<file path="src/capture_fsm.sv">
//~~~~~~~~~~~~~~~~~~~~~~~~~~~~~~~~~~~~~~~~~~~~~~~~~~~~~~~~~~~~~~~~~~~~~~~~~~~~
// Snapshot capture FSM
// syncs the enable level, arms on its rising edge and fills one buffer pass
//~~~~~~~~~~~~~~~~~~~~~~~~~~~~~~~~~~~~~~~~~~~~~~~~~~~~~~~~~~~~~~~~~~~~~~~~~~~~
`timescale 1ns/10ps

module capture_fsm (
	input  logic data_clk_div,
	input  logic reset,
	input  logic enable_bram,
	input  logic last,
	output logic clear,
	output logic advance,
	output logic write_en,
	output logic capture_done
);

	typedef enum logic [1:0] {
		st_idle,
		st_arm,
		st_filling,
		st_full
	} state_t;

	state_t state;
	state_t state_next;

	logic [2:0] en_sync;	// enable_bram is async
	logic en_d;
	logic en_rise;
	logic en_fall;

	assign en_rise = en_sync[2] & ~en_d;
	assign en_fall = ~en_sync[2] & en_d;

	always_ff @(posedge data_clk_div) begin
		if (reset) begin
			en_sync <= '0;
			en_d <= 1'b0;
			state <= st_idle;
		end else begin
			en_sync <= {en_sync[1:0], enable_bram};
			en_d <= en_sync[2];
			state <= state_next;
		end
	end

	always_comb begin
		state_next = state;
		case (state)
			st_idle: begin
				if (en_rise)
					state_next = st_arm;
			end
			st_arm: begin
				state_next = st_filling;	// counter cleared here
			end
			st_filling: begin
				if (last)
					state_next = st_full;	// this write is the final entry
			end
			st_full: begin
				state_next = st_full;	// hold until enable drops
			end
			default: begin
				state_next = st_idle;
			end
		endcase

		// enable low aborts or ends any capture
		if (en_fall)
			state_next = st_idle;
	end

	assign clear = (state == st_arm);
	assign write_en = (state == st_filling);
	assign advance = (state == st_filling);
	assign capture_done = (state == st_full);

endmodule

</file>
<file path="config.mk">
export PLATFORM = sky130hd
export DESIGN_NAME = capture_fsm
export DESIGN_NICKNAME = d
export VERILOG_FILES = /design/src/capture_fsm.sv
export SDC_FILE = /design/constraint.sdc
export NUM_CORES = 1
export LEC_CHECK = 0
export ABC_AREA = 0
export CORE_AREA = 3 3 40 42
export DETAILED_ROUTE_END_ITERATION = 7
export DIE_AREA = 0 0 43 45
export DONT_BUFFER_PORTS = 1
export PLACE_DENSITY = 0.3
export SKIP_CTS_REPAIR_TIMING = 1
export SLEW_MARGIN = 10
export SYNTH_ARGS = -nofsm -noshare
export SYNTH_HDL_FRONTEND = slang
export SYNTH_SLANG_ARGS = --single-unit
export TNS_END_PERCENT = 10
</file>
<file path="constraint.sdc">
create_clock -name data_clk_div -period 2.55 [get_ports data_clk_div]
set_clock_uncertainty 0.05 [all_clocks]
set_input_delay 0.255 -clock data_clk_div [delete_from_list [all_inputs] [get_ports data_clk_div]]
set_output_delay 0.255 -clock data_clk_div [all_outputs]
set_load 0.1 [all_outputs]
</file>
==> results.sh <==
export IMPL_fin_crit_ns=1.57
export IMPL_avgSynthCellArea_um2=10.4
export IMPL_via_count=159
export IMPL_powerDensity_nw_per_um2=743
export IMPL_drt_iter0_markers=1
export IMPL_yosys_area_top_type_share_pct=54.9
export IMPL_place_congestion=0.584
export IMPL_final_nets=32
export IMPL_p_comb_share_pct=11.9
export IMPL_drt_pre_antenna_iters=2
export IMPL_diodes=0
export IMPL_fill_cells=146
export IMPL_syn_inst=21
export IMPL_portBuffers=0
export IMPL_outcome="completed"
export IMPL_hpwlAfterDp_um=256
export IMPL_initial_core_util_pct=17.0
export IMPL_startpoint_type="flop"
export IMPL_synth_top_family_by_area="simple AND/OR/NAND/NOR gates"
export IMPL_synth_edf_count=0
export IMPL_synthesis_area_um2=219
export IMPL_cts_tree="done"
export IMPL_cts_buffer_depth=2
export IMPL_leakagePower_nw=0.113
export IMPL_h_tree_depth=1
export IMPL_max_freq_mhz=639
export IMPL_routed_wl_um=355
export IMPL_die_height_um=45
export IMPL_synthArstFlopShare_pct=0
export IMPL_instances_no_fill=41
export IMPL_critPathMaxFanout=7
export IMPL_place_inst=38
export IMPL_grt_usage_pct=4.92
export IMPL_finalSetupViolations=0
export IMPL_coreArea_um2=1280
export IMPL_hold_viol=0
export IMPL_syn_num_nets=25
export IMPL_place_ws_ns=1.23
export IMPL_synth_seq_area_share_pct=54.9
export IMPL_syn_to_final_growth_pct=29.1
export IMPL_maxCapViolations=0
export IMPL_routedWlPerCell_um=8.66
export IMPL_grt_pass1_wl_um=600
export IMPL_p_sw_w=0.0000528
export IMPL_cts_root_buf="clkbuf_4"
export IMPL_cp_arrival_ns=1.26
export IMPL_drive_gt1_share_pct=30.8
export IMPL_yosysMostFrequentCell="dfxtp_1"
export IMPL_hold_path_class="in -> reg"
export IMPL_rsz0062_at_grt="no"
export IMPL_intPower_w=0.000157
export IMPL_cp_required_ns=2.25
export IMPL_final_period_utilization_pct=61.4
export IMPL_grt_antenna_before_repair=0
export IMPL_yosys_area_share_simple_pct=27.4
export IMPL_cts_buffers=3
export IMPL_clock_power_share_pct=40.4
export IMPL_synthMuxAreaShare_pct=0
export IMPL_synth_fa_ha_area_share_pct=0
export IMPL_yosysWarnings=0
export IMPL_ys_types=12
export IMPL_synth_area_leaders="dfxtp_1, nor2b_1, a221oi_2"
export IMPL_sw_frac_of_total_pct=25.1
export IMPL_post_synth_top_area_cell="dfxtp_1"
export IMPL_tns_ns=0
export IMPL_viasPerCell=3.88
export IMPL_max_slew_margin_rel_pct=64.0
export IMPL_grt_pass1_vias=163
export IMPL_drtAntennaViolNets=0
export IMPL_clk_latency_ns=0.24
export IMPL_die_w_um=43
export IMPL_setup_ws_ns=0.985
export IMPL_ys_ff_latch=6
export IMPL_clock_sinks=6
export IMPL_num_io_pins=8
export IMPL_netlist_top_cells_count="dfxtp_1, nor2b_1, nor2_1"
export IMPL_grt_max_degree=8
export IMPL_path_class="reg -> out"
export IMPL_rows=13
export IMPL_clk_pin_slew_ns=0.04
export IMPL_gr_total_overflow=0
export IMPL_slew_viol_final=0
export IMPL_synth_main_ff_cell="dfxtp_1"
export IMPL_p_seq_share_pct=47.7
export IMPL_post_route_drc_count=0
export IMPL_endpoint_kind="output pin"
export IMPL_irDropWorstVdd_v=0.000236
export IMPL_tightest_slew_ns=0.544
export IMPL_synth_compound_area_share_pct=12.6
export IMPL_synth_xor_xnor_area_share_pct=0
export IMPL_dieArea_um2=1940
## layer usage
metal	wire [um]	vias up	global-route usage (%)
li1	-	80	-
met1	135	69	3.64
met2	169	10	6.29
met3	51	0	3.19
met4	0	0	9.04
met5	0	-	0
## final timing paths
path | from | endpoint | slack, ns | cells past startpoint
max | state[1] | advance | 0.98 | 2
max reg2reg | state[1] | state[0] | 1.46 | 2
min reg2reg | en_sync[1] | en_sync[2] | 0.39 | 1
min | reset | en_d | 0.02 | 1
## worst max-delay path: stages (launching register included)
cell	delay (ns)
dfxtp_1	0.39
nor2b_4	0.16
buf_4	0.47
## power groups by stage
stage                     logic (W)  registers [W]  clock network [W]
after CTS                 0.0000253       0.000100          0.0000913
after detailed placement  0.0000252       0.000102                  0
after global placement    0.0000253       0.000102                  0
final                     0.0000250       0.000100          0.0000850
after global routing      0.0000262       0.000100          0.0000953
after floorplan           0.0000231       0.000101                  0
## layout by cell type, fill, tap and decap left out, types with 2 or more instances in the layout
cell	n
buf_4	3
clkbuf_4	3
dfxtp_1	6
nor2_1	2
nor2b_1	3
## kinds of logic after synthesis
group | count (synthesis)
compound gates | 3
buf+inv | 2
flops | 6
simple gates | 10
## state kept, by name, summed over array words and instances, names as in the netlist
name,cells
en_d,1
en_sync,3
state,2
## through the flow
stage          instance area (um^2)  hold WS [ns]  total power (W)  utilization [%]
5_1_grt                         283        0.0123         0.000222             22.0
3_5_place_dp                    260         0.275         0.000127             20.3
3_3_place_gp                    260         0.274         0.000127             20.3
4_1_cts                         283        0.0128         0.000217             22.0
2_1_floorplan                   221         0.271         0.000124                -
6_report                        283        0.0246         0.000210             22.0
## final cells by class
class,count,area (um^2),share of cell area [%]
clock buffers,3,22.5,7.96
inverters,1,3.75,1.33
multi-input cells,13,95.1,33.6
flip-flops and latches,6,120,42.5
well taps,15,18.8,6.64
repair buffers,3,22.5,7.96
(Power assumes the default switching activity.)
