**config.mk**
```make
export PLATFORM = sky130hd
export DESIGN_NAME = sample_stage
export DESIGN_NICKNAME = d
export VERILOG_FILES = /design/src/adc_pkg.sv /design/src/sample_stage.sv
export SDC_FILE = /design/constraint.sdc
export NUM_CORES = 1
export LEC_CHECK = 0
export BUFFER_PORTS_ARGS = -buffer_cell sky130_fd_sc_hd__buf_2
export CELL_PAD_IN_SITES_DETAIL_PLACEMENT = 1
export CELL_PAD_IN_SITES_GLOBAL_PLACEMENT = 1
export CORE_ASPECT_RATIO = 1.75
export CORE_MARGIN = 2
export CORE_UTILIZATION = 24
export DETAILED_ROUTE_END_ITERATION = 10
export GPL_ROUTABILITY_DRIVEN = 0
export HOLD_SLACK_MARGIN = 0.02
export PLACE_DENSITY_LB_ADDON = 0.1
export SLEW_MARGIN = 40
export SYNTH_ARGS = -nofsm -noshare
export SYNTH_HDL_FRONTEND = slang
export SYNTH_SLANG_ARGS = --single-unit
```
**constraint.sdc**
```tcl
create_clock -name data_clk_div -period 0.9 [get_ports data_clk_div]
set_clock_uncertainty 0.05 [all_clocks]
set_input_delay 0.045 -clock data_clk_div [delete_from_list [all_inputs] [get_ports data_clk_div]]
set_output_delay 0.045 -clock data_clk_div [all_outputs]
set_load 0.05 [all_outputs]
```
**src/adc_pkg.sv**
```systemverilog
//~~~~~~~~~~~~~~~~~~~~~~~~~~~~~~~~~~~~~~~~~~~~~~~~~~~~~~~~~~~~~~~~~~~~~~~~~~~~
// ADC snapshot package
// word widths, buffer depth, capture latency and buffer entry types
//~~~~~~~~~~~~~~~~~~~~~~~~~~~~~~~~~~~~~~~~~~~~~~~~~~~~~~~~~~~~~~~~~~~~~~~~~~~~
package adc_pkg;

	localparam int ADC_WORD_W = 16;	// raw word from the deserializer
	localparam int SAMPLE_W = 14;	// offset-binary bits actually used
	localparam int SAMPLE_LSB = 2;	// bottom two bits are zero padding

	localparam int SNAP_ADDR_W = 10;
	localparam int SNAP_DEPTH = 1 << SNAP_ADDR_W;

	localparam int RESULT_W = 32;	// one correlator power word

	// edges from the first high enable sample E to the write of entry 0
	localparam int CAPTURE_LAT = 5;

	typedef logic signed [ADC_WORD_W-1:0] sample_t;

	// ch0 in the upper half
	typedef struct packed {
		sample_t ch0;
		sample_t ch1;
	} sample_pair_t;

	// bb in the upper half
	typedef struct packed {
		logic [RESULT_W-1:0] bb;
		logic [RESULT_W-1:0] aa;
	} result_pair_t;

	typedef logic [SNAP_ADDR_W-1:0] addr_t;

endpackage

```
**src/sample_stage.sv**
```systemverilog
//~~~~~~~~~~~~~~~~~~~~~~~~~~~~~~~~~~~~~~~~~~~~~~~~~~~~~~~~~~~~~~~~~~~~~~~~~~~~
// Sample stage
// offset-binary ADC words to signed samples, both channels paired in one reg
//~~~~~~~~~~~~~~~~~~~~~~~~~~~~~~~~~~~~~~~~~~~~~~~~~~~~~~~~~~~~~~~~~~~~~~~~~~~~
`timescale 1ns/10ps

module sample_stage
	import adc_pkg::*;
(
	input  logic                  data_clk_div,
	input  logic [ADC_WORD_W-1:0] adc0_data,
	input  logic [ADC_WORD_W-1:0] adc1_data,
	output sample_pair_t          pair
);

	// flip the msb of the field, then sign extend
	function automatic sample_t to_signed(input logic [ADC_WORD_W-1:0] word);
		logic [SAMPLE_W-1:0] field;
		logic signed [SAMPLE_W-1:0] twos;
		begin
			field = word[SAMPLE_LSB +: SAMPLE_W];
			twos = {~field[SAMPLE_W-1], field[SAMPLE_W-2:0]};
			to_signed = sample_t'(twos);
		end
	endfunction

	sample_t ch0_signed;
	sample_t ch1_signed;

	// each channel from its own word
	always_comb begin
		ch0_signed = to_signed(adc0_data);
		ch1_signed = to_signed(adc1_data);
	end

	always_ff @(posedge data_clk_div) begin
		pair.ch0 <= ch0_signed;
		pair.ch1 <= ch1_signed;
	end

endmodule

```
==> impl_metrics.csv <==
group,metric,value,unit
worst_setup_path,slowest_stage,"dfxtp_4",
final_layout,final_nets,156,
drt,drt_pre_antenna_iters,2,
drt,wl,1730,µm
worst_setup_path,crit_type,"flop to output pin",
global_routing,antenna_found_initial,0,
final_layout,multi_input_gates,0,
hold_path,min_path_cells,2,
final_layout,area_growth,149,%
timing,fmaxAchievable,1.11,GHz
timing,setup_slack,-0.233,ps
timing,finalCriticalPeriod,900,ps
final_layout,mostFrequentLayoutCells,"28 x dlygate4sd3_1, 28 x buf_2, 28 x buf_6, 16 x dfxtp_1, 10 x dfxtp_2",
worst_setup_path,cp.depth,1,
global_routing,grt_max_degree,17,
final_layout,multi_input_area,0,µm²
synthesis,yosysSeqAreaShare,0.937,
floorplanning,io_pins,65,
final_layout,fillers,248,
worst_setup_path,critPathMaxFanout,3,
pwr,p_switching,0.737,mW
worst_setup_path,crit_buf_inv,1,
place,hpwl,1060,µm
final_layout,top_register,"pair",
final_layout,top_regs,"pair x28",
worst_setup_path,crit_chain,"buf_6",
clock_network,cts-buffers-inserted,3,
pwr,p_per_area,1960,nW/µm²
outcome,failed_checks,"negative setup slack",
pwr,clkPwrFrac,0.333,
pwr,combPwrFrac,0.206,
worst_setup_path,start_kind,"flop",
worst_setup_path,max_stage_delay,380,ps
floorplanning,initial_core_util,0.246,
timing,finalMaxSlewViolations,0,
synthesis,synthDistinctLibCells,3,
drt,drtIter0Drc,6,
drt,avgRoutedWirePerCell,11.7,µm
final_layout,layout-drive-gt1-share,0.623,
global_routing,grt_pass1_vias,637,
clock_network,clk_pin_slew,90,ps
final_layout,n_antenna_cell,0,
final_layout,fin_area,1490,µm²
timing,slew_headroom,0.924,
clock_network,cts.sinks,28,
floorplanning,die_x,41.7,µm
pwr,peakVddDrop,1340,µV
timing,hold_viol,0,
synthesis,syn-num-nets,67,
global_routing,grt_usage,0.128,
timing,rsz0062_at_grt,"true",
outcome,outcome,"complete, but fails checks",
worst_setup_path,end_kind,"output pin",
place,numPortBuffers,60,
synthesis,postSynthAreaPerCell,17.6,µm²
synthesis,ys_warn_count,0,
final_layout,largest_reg_flops,28,
pwr,swShare,0.253,
timing,setup_viol,1,
drt,vias,568,
timing,fin_crit_sh,1.00,
drt,postRouteAntennaNets,0,
clock_network,cts_tree,"done",
hold_path,hp-class,"input port to flop",
global_routing,grt_pass1_wl,2780,µm
worst_setup_path,crit_arrival,810,ps
worst_setup_path,cp.required,810,ps
global_routing,overflow,0,
pwr,p_int,2.17,mW
pwr,leakage,0.710,nW
drt,drc,0,
hold_path,hp-start,"adc1_data[6]",
synthesis,ys_ff_latch,28,
hold_path,hold_end,"pair[4]",
synthesis,syn_area,598,µm²
timing,tightest_slew,115,ps
place,place_area,903,µm²
floorplanning,rows,24,
clock_network,clockBufferDepth,2,
floorplanning,die_h,70.0,µm
worst_setup_path,cp_top_family,"flip-flops",
final_layout,utilization,0.612,
clock_network,root_buffer,"clkbuf_8",
floorplanning,core,2430,µm²
run,cap_viol_max_count,0,
drt,via_per_inst,3.84,
synthesis,synth_cells,34,
pwr,seqPwrFrac,0.462,
floorplanning,die_area,2920,µm²
clock_network,htree_levels,1,
-- synthesized netlist by cell type --
cell | n | share of area
buf_4 | 4 | 0.050
dfxtp_1 | 28 | 0.94
inv_1 | 2 | 0.013
-- cell type report --
class | count | area [µm²] | area share
Timing Repair Buffer | 88 | 796 | 0.535
Inverter | 2 | 7.51 | 0.00505
Clock inverter | 1 | 30.0 | 0.0202
Sequential cell | 28 | 581 | 0.390
Tap cell | 26 | 32.5 | 0.0219
Clock buffer | 3 | 41.3 | 0.0278
-- power by group through the flow --
stage / Clock (mW) / Combinational, mW / Sequential (mW)
4_1_cts: 0.999 / 0.556 / 1.33
3_5_place_dp: 0 / 0.406 / 1.35
5_1_grt: 1.06 / 0.623 / 1.35
6_report: 0.968 / 0.599 / 1.34
2_1_floorplan: 0 / 0.0487 / 1.59
3_3_place_gp: 0 / 0.404 / 1.35
-- worst max path at each step --
stage / startpoint / endpoint / slack, ps
floorplan: pair[13] / pair[14] / 80
global placement: pair[13] / pair[13] / 250
detailed placement: pair[29] / pair[30] / 240
CTS: pair[13] / pair[14] / -10
global route: pair[13] / pair[15] / -40
finish: pair[29] / pair[30] / -0.2
-- through the flow --
| step | setup slack, ps | hold slack, ps | power (mW) | cells | setup TNS [ps] |
|---|---|---|---|---|---|
| floorplan | 75.5 | 22.7 | 1.64 | 34 | 0 |
| global placement | 250 | 97.7 | 1.75 | 116 | 0 |
| detailed placement | 240 | 99.1 | 1.76 | 116 | 0 |
| CTS | -14.3 | 335 | 2.88 | 148 | -65.7 |
| global route | -41.5 | 341 | 3.03 | 148 | -239 |
| finish | -0.233 | 346 | 2.91 | 148 | -0.233 |
-- cells by family (layout without fill, tap and decap cells) --
group	Yosys count	count (layout)	synth area share
buf+inv	6	94	0.0628
flops	28	28	0.937
-- metal layers --
metal	wire length (µm)	GRT usage
met5	0	0
met4	22	0.0538
met3	171	0.0388
met2	1080	0.259
met1	462	0.106
-- what timing repair did --
action                                 CTS  global route
setup endpoints to repair               32            31
gates cloned                             0             0
buffers inserted                         0             0
endpoints found under the hold margin   28             0
resized for setup                       42            38
hold buffers                            28             0
No activity file was read; power rests on OpenSTA's default activity.
