--- src/adc_pkg.sv ---
//~~~~~~~~~~~~~~~~~~~~~~~~~~~~~~~~~~~~~~~~~~~~~~~~~~~~~~~~~~~~~~~~~~~~~~~~~~~~
// ADC snapshot package
// word widths, buffer depth, capture latency and buffer entry types
//~~~~~~~~~~~~~~~~~~~~~~~~~~~~~~~~~~~~~~~~~~~~~~~~~~~~~~~~~~~~~~~~~~~~~~~~~~~~
package adc_pkg;

	localparam int ADC_WORD_W = 16;	// raw word from the deserializer
	localparam int SAMPLE_W = 14;	// offset-binary bits actually used
	localparam int SAMPLE_LSB = 2;	// bottom two bits are zero padding

	localparam int SNAP_ADDR_W = 10;
	localparam int SNAP_DEPTH = 1 << SNAP_ADDR_W;

	localparam int RESULT_W = 32;	// one correlator power word

	// edges from the first high enable sample E to the write of entry 0
	localparam int CAPTURE_LAT = 5;

	typedef logic signed [ADC_WORD_W-1:0] sample_t;

	// ch0 in the upper half
	typedef struct packed {
		sample_t ch0;
		sample_t ch1;
	} sample_pair_t;

	// bb in the upper half
	typedef struct packed {
		logic [RESULT_W-1:0] bb;
		logic [RESULT_W-1:0] aa;
	} result_pair_t;

	typedef logic [SNAP_ADDR_W-1:0] addr_t;

endpackage

--- src/addr_counter.sv ---
//~~~~~~~~~~~~~~~~~~~~~~~~~~~~~~~~~~~~~~~~~~~~~~~~~~~~~~~~~~~~~~~~~~~~~~~~~~~~
// Buffer write-address counter
// clear, advance with wrap, and a flag on the last address
//~~~~~~~~~~~~~~~~~~~~~~~~~~~~~~~~~~~~~~~~~~~~~~~~~~~~~~~~~~~~~~~~~~~~~~~~~~~~
`timescale 1ns/10ps

module addr_counter
	import adc_pkg::*;
(
	input  logic  data_clk_div,
	input  logic  reset,
	input  logic  clear,
	input  logic  advance,
	output addr_t addr,
	output logic  last
);

	localparam addr_t LAST_ADDR = addr_t'(SNAP_DEPTH - 1);

	always_ff @(posedge data_clk_div) begin
		if (reset || clear) begin
			addr <= '0;
		end else if (advance) begin
			if (addr == LAST_ADDR)
				addr <= '0;	// wrap so the oldest entry goes next
			else
				addr <= addr + addr_t'(1);
		end
	end

	assign last = (addr == LAST_ADDR);

endmodule

--- config.mk ---
export PLATFORM = sky130hd
export DESIGN_NAME = addr_counter
export DESIGN_NICKNAME = d
export VERILOG_FILES = /design/src/adc_pkg.sv /design/src/addr_counter.sv
export SDC_FILE = /design/constraint.sdc
export NUM_CORES = 1
export LEC_CHECK = 0
export BUFFER_PORTS_ARGS = -buffer_cell sky130_fd_sc_hd__buf_2
export CORE_AREA = 2 2 39 41
export DETAILED_ROUTE_END_ITERATION = 12
export DIE_AREA = 0 0 41 43
export GPL_TIMING_DRIVEN = 0
export PLACE_DENSITY = 0.63
export REMOVE_ABC_BUFFERS = 1
export SLEW_MARGIN = 20
export SYNTH_ARGS = -nofsm -noshare
export SYNTH_HDL_FRONTEND = slang
export SYNTH_SLANG_ARGS = --single-unit
--- constraint.sdc ---
create_clock -name data_clk_div -period 2.2 [get_ports data_clk_div]
set_clock_uncertainty 0.15 [all_clocks]
set_input_delay 0 -clock data_clk_div [delete_from_list [all_inputs] [get_ports data_clk_div]]
set_output_delay 0 -clock data_clk_div [all_outputs]
set_load 0.02 [all_outputs]
==> impl_results.md, run 1 <==
* N_diodes at 0
* Starting Density at 0.3418
* Min-Delay Path Class: reg -> reg
* H-tree Lvls at 1
* Area of placed instances at 563.0 µm²
* Max-slew headroom at 0.7195
* Avg Vias per Cell at roughly 5.2
* R2R cell count at 4
* CP arrival at 1.77 ns
* Residual DRC at 0
* Initial antenna violation count at 0
* Synth Warn # at 0
* Max Cap Viol at 0
* Post-CTS Setup Bufs at 0
* Sink Count at 10
* Die area at around 1800 µm²
* Starting DRC count in detailed routing at 1
* Die span in y at around 43 µm
* Critical Path RT at 2.24 ns
* Avg Cell Area, Syn at 8.446 µm²
* Worst-Margin Slew at 0.4172 ns
* Pwr Density at 517.3 nW/µm²
* Vias in the first global route at ~430
* Final WL at 1.021 mm
* Peak Freq at 579.9 MHz
* Register bit total from synthesis at 10
* Post-synthesis mux area share at 0
* Share of cells above drive strength 1 at 0.2597
* Commonest cells after routing, fill and taps aside: buf_2, dfxtp_1, nor2_1
* GRT Total Usage at 0.1424
* CTS tree: yes
* Via count at 484
* Final period utilization at 0.7838
* Fin Setup TNS at 0 ns
* CTS max path bufs at 2
* Post-Synth Adder-Cell Area at 0.02646
* Unrepaired setup endpoints after global routing: false
* Leakage at roughly 0.24 nW
* Complex-gate fraction of the synthesized area at 0.1164
* Final critical-path required period at ~1.7 ns
* Max Fanout on Critical Path at 6
* Aggregate global routing overflow at 0
* Status: finished clean
* Post-Synth Simple-Gate Area at 0.3333
* Most common cell after layout, fill and taps aside: buf_2
* Slack of the worst reg-to-reg path at 0.48 ns
* Biggest register: addr
* Post-route cell area at 625.6 µm²
* Post-CTS sizing at 0
* Detailed placer's ending HPWL at between 700 and 800 µm
* Count of hold-fix buffers inserted at cts at 4
* Worst flop-to-flop path endpoint: addr[9]$_SDFFE_PP0P_
* First-pass GRT wire length at 1.690 mm
* Cts bufs inserted at 3
* WHS Endpoint: addr[9]$_SDFFE_PP0P_
* Post-DR wirelength/cell at 10.98 µm
* Max IR drop VDD at 0.0003564 V
* TritonRoute pass-1 iters at 4
* Final core occ at 0.4521
* Port bufs at 14
* Hold Startpoint: addr[9]$_SDFFE_PP0P_
* Top Registers: addr x10
* Endpoints failing hold at 0
* Reg2reg start: addr[4]$_SDFFE_PP0P_
* Area grow syn2layout at 32.28%
* FP Rows at 14
* Cells after Synth at 56
* Max Slew Vio Count at 0
* Worst Setup End Kind: register
* Clock slew at reported path FFs at 0.06 ns
* Crit Path Class: reg -> reg
* Seq/Total Area, Yosys at 0.4233
* Antenna viol nets, final at 0
* Netlist cell types at 21
* Largest net degree at the start of global routing at 9
* CORE AREA at 1384 µm²
* Largest register FFs at 10
* GP Congestion at between 0.7 and 0.8
* Worst hold path cell count at 2
* Synthesized area at 473.0 µm²
* Die width at 41 µm
* Final setup fails at 0
* Startpoint types: register
* Nets@finish at between 80 and 90
* Worst-skew pair later-pin latency at 0.26 ns
* Io pins at 15
* Root Driver: clkbuf_4
* Xor/xnor share of the synthesized area at 0.09259
* Largest family of logic cells by synthesized area: simple AND/OR/NAND/NOR gates
[synthesized netlist by cell type]
| cell type | count | area [µm²] |
|---|---|---|
| a21oi_1 | 3 | 15.01 |
| dfxtp_1 | 10 | 200.2 |
| ha_1 | 1 | 12.51 |
| inv_1 | 1 | 3.750 |
| nand2_1 | 4 | 15.01 |
| nand3_1 | 5 | 25.02 |
| nand3b_1 | 3 | 22.52 |
| nand4_1 | 2 | 12.51 |
| nand4_2 | 1 | 12.51 |
| nor2_1 | 7 | 26.28 |
| nor3_1 | 2 | 10.01 |
| o21a_1 | 1 | 7.510 |
| o21ai_0 | 5 | 25.02 |
| o31ai_1 | 1 | 7.510 |
| or2_0 | 1 | 6.260 |
| or2_2 | 1 | 6.260 |
| or3_1 | 1 | 6.260 |
| or3_2 | 1 | 7.510 |
| or4_1 | 1 | 7.510 |
| xnor2_1 | 2 | 17.52 |
| xor2_1 | 3 | 26.28 |
[kinds of logic after synthesis]
logic type               Yosys count
buffers and inverters              1
AO/OA/AOI/OAI                     10
flip-flops                        10
AND/OR/NAND/NOR                   29
adder cells (fa/ha/maj)            1
XOR/XNOR                           5
[through the flow]
stage | power (mW) | worst slack (ns) | cells | hold WS (ns)
3_5_place_dp | 0.2023 | 0.4934 | 86 | 0.1824
2_1_floorplan | 0.1953 | 0.3932 | 56 | 0.001000
6_report | 0.3236 | 0.4757 | 93 | 0.3505
5_1_grt | 0.3404 | 0.3360 | 93 | 0.3862
3_3_place_gp | 0.2022 | 0.5007 | 86 | 0.1809
4_1_cts | 0.3270 | 0.4638 | 93 | 0.3519
[worst max path at each step]
stage | start | to | slack [ns] | cells after the start
finish | addr[4]$_SDFFE_PP0P_ | addr[9]$_SDFFE_PP0P_ | 0.48 | 4
global route | addr[0]$_SDFFE_PP0P_ | addr[5]$_SDFFE_PP0P_ | 0.34 | 4
detailed placement | addr[4]$_SDFFE_PP0P_ | addr[9]$_SDFFE_PP0P_ | 0.49 | 4
global placement | addr[4]$_SDFFE_PP0P_ | addr[9]$_SDFFE_PP0P_ | 0.50 | 4
CTS | addr[4]$_SDFFE_PP0P_ | addr[9]$_SDFFE_PP0P_ | 0.46 | 4
floorplan | addr[0]$_SDFFE_PP0P_ | addr[0]$_SDFFE_PP0P_ | 0.39 | 4
[area by class of cell]
class / count / area, µm²
clock buffers: 3 / 22.52
fillers: 136 / 758.2
inverters: 1 / 3.754
multi-input cells: 45 / 269.0
flip-flops and latches: 10 / 200.2
well taps: 16 / 20.02
repair buffers: 18 / 110.1
[power by group]
| group | total, mW | leakage (nW) | internal (mW) | switching [mW] |
|---|---|---|---|---|
| Sequential | 0.184 | 0.0807 | 0.182 | 0.00169 |
| Combinational | 0.0200 | 0.147 | 0.0103 | 0.00966 |
| Clock | 0.120 | 0.0138 | 0.0629 | 0.0568 |
| Total | 0.324 | 0.241 | 0.255 | 0.0681 |
[metal layers]
layer	global-route usage	share of wire
met1	0.1859	0.48
met3	0.04712	0.059
met5	0	0
met2	0.1875	0.45
met4	0.1000	0.014
[worst max-delay path, stage by stage (launching register included)]
cell     delay (ns)
dfxtp_1        0.45
nand4_2        0.17
or2_0          0.25
or4_1          0.50
a21oi_1        0.14
(Power assumes the default switching activity.)
==> inputs of run 2 (changes only) <==
==> constraint.sdc (replaced) <==
create_clock -name data_clk_div -period 1.6 [get_ports data_clk_div]
set_clock_uncertainty 0.15 [all_clocks]
set_input_delay 0 -clock data_clk_div [delete_from_list [all_inputs] [get_ports data_clk_div]]
set_output_delay 0 -clock data_clk_div [all_outputs]
set_load 0.02 [all_outputs]
==> run 2 against run 1 <==
Compared with the run above: flip-flop and latch count unchanged; global-route usage is 0.42 points higher; first-iteration DRC count increased to 13 times the previous value; fmax up 9.3%; cell area up 14%; critical path type unchanged; highest routed layer unchanged.
==> impl_results.md, run 2 (synthesized netlist as in run 1, its figures left out) <==
* Nets@finish at 90
* DP Worst Slack at -0.1066 ns
* CTS max path bufs at 2
* Max-slew headroom at 0.7502
* Antenna viol nets, final at 0
* Via count at 512
* N_diodes at 0
* Leakage at about 0.28 nW
* CP arrival at 1.61 ns
* CORE AREA at 1384 µm²
* Cts bufs inserted at 3
* Startpoint types: register
* Root Driver: clkbuf_4
* Die span in y at 43 µm
* Worst path cell trace: ha_2, nand4_1, buf_4, or3_1, a21oi_1
* Largest register FFs at 10
* Detailed placer's ending HPWL at 718.1 µm
* Most common cell after layout, fill and taps aside: buf_2
* Setup ws final at between 0.02 and 0.025 ns
* Starting Density at 0.3418
* Io pins at 15
* Initial antenna violation count at 0
* R2R cell count at 5
* Endpoints failing hold at 0
* Area grow syn2layout at 50.53%
* Unrepaired setup endpoints after global routing: true
* Min-Delay Path Class: reg -> reg
* Top Registers: addr x10
* Final setup fails at 0
* Pwr Density at 609.9 nW/µm²
* Die area at 1763 µm²
* Peak Freq at 633.7 MHz
* Residual DRC at 0
* Die width at about 41 µm
* Max Fanout on Critical Path at 6
* Final critical-path required period at 1.578 ns
* Clock slew at reported path FFs at 0.06 ns
* Max IR drop VDD at 0.0004825 V
* Worst Setup End Kind: register
* Starting DRC count in detailed routing at 13
* First-pass GRT wire length at approximately 1.7 mm
* Worst-skew pair later-pin latency at 0.26 ns
* Total Power at 434.2 µW
* Biggest register: addr
* Vias in the first global route at 439
* Share of cells above drive strength 1 at 0.4337
* Port bufs at 14
* Max Cap Viol at 0
* Critical path's slowest cell: dfxtp_4
* Crit Path Class: reg -> reg
* Post-DR wirelength/cell at 11.94 µm
* CTS tree: yes
* Worst-Margin Slew at 0.3733 ns
* Avg Vias per Cell at around 5.2
* Final period utilization at 0.9863
* Worst hold path cell count at 2
* Final WL at 1.182 mm
* Largest net degree at the start of global routing at 9
* Max Slew Vio Count at 0
* GRT Total Usage at 0.1466
* FP Rows at 14
* Status: finished clean
* Filler Cell Count at 128
* TritonRoute pass-1 iters at 4
* GP Congestion at 0.7725
* Sink Count at 10
* Max stage delay on crit path at 0.37 ns
* H-tree Lvls at 1
* Aggregate global routing overflow at 0
* Commonest cells after routing, fill and taps aside: buf_2, nor2_1, buf_4
* Critical Path RT at 1.63 ns
-- run 2: area by class of cell --
cell class | instances | area [µm²] | area share
multi-input combinational | 45 | 290.3 | 0.4077
sequential | 10 | 222.7 | 0.3128
timing repair buffer | 24 | 152.6 | 0.2144
clock buffer | 3 | 22.52 | 0.03163
tap | 16 | 20.02 | 0.02812
inverter | 1 | 3.754 | 0.005272
-- run 2: where the power goes --
part	switching, mW	internal (mW)	total [mW]
Combinational	0.0132	0.0130	0.0262
Clock	0.0775	0.0865	0.164
Sequential	0.00232	0.242	0.244
Total	0.0930	0.341	0.434
-- run 2: worst max-delay path, delay by kind of cell, from the launching register on --
kind                       cells  cell delay, ns
adders and majority gates      1            0.19
buffers and inverters          1            0.20
DFF                            1            0.37
and+or+nand+nor                2            0.45
AOI/OAI and AO/OA              1            0.15
-- run 2: path summary, 6_finish.rpt --
path	startpoint	end	slack, ns
worst max-delay path	addr[0]$_SDFFE_PP0P_	addr[6]$_SDFFE_PP0P_	0.02
worst min-delay path	addr[9]$_SDFFE_PP0P_	addr[9]$_SDFFE_PP0P_	0.36
worst max register to register	addr[0]$_SDFFE_PP0P_	addr[6]$_SDFFE_PP0P_	0.02
worst min register to register	addr[9]$_SDFFE_PP0P_	addr[9]$_SDFFE_PP0P_	0.36
-- run 2: per-layer routing --
layer / track usage / wire length [µm] / vias to the layer above
met3: 0.04712 / 53 / 2
met5: 0 / 0 / -
li1: - / - / 258
met4: 0.1000 / 14 / 0
met1: 0.1865 / 552 / 239
met2: 0.2000 / 562 / 13
-- run 2: what timing repair did --
item / 4_1_cts / 5_1_grt
pin swaps: 1 / 4
hold buffers: 3 / 0
buffers inserted: 2 / 5
hold endpoints to repair: 10 / 0
endpoints found under the setup margin: 7 / 7
resized for setup: 8 / 9
-- run 2: metrics by stage --
step / hold slack, ns / utilization / cells / TNS [ns] / area (µm²)
final: 0.3570 / 0.5145 / 99 / 0 / 711.9
after global routing: 0.3762 / 0.5145 / 99 / -0.03651 / 711.9
after CTS: 0.3516 / 0.4738 / 94 / -0.03905 / 655.6
after detailed placement: 0.1824 / 0.4069 / 86 / -0.4468 / 563.0
after global placement: 0.1809 / 0.4069 / 86 / -0.4002 / 563.0
after floorplan: 0.001000 / - / 56 / -0.7111 / 473.0
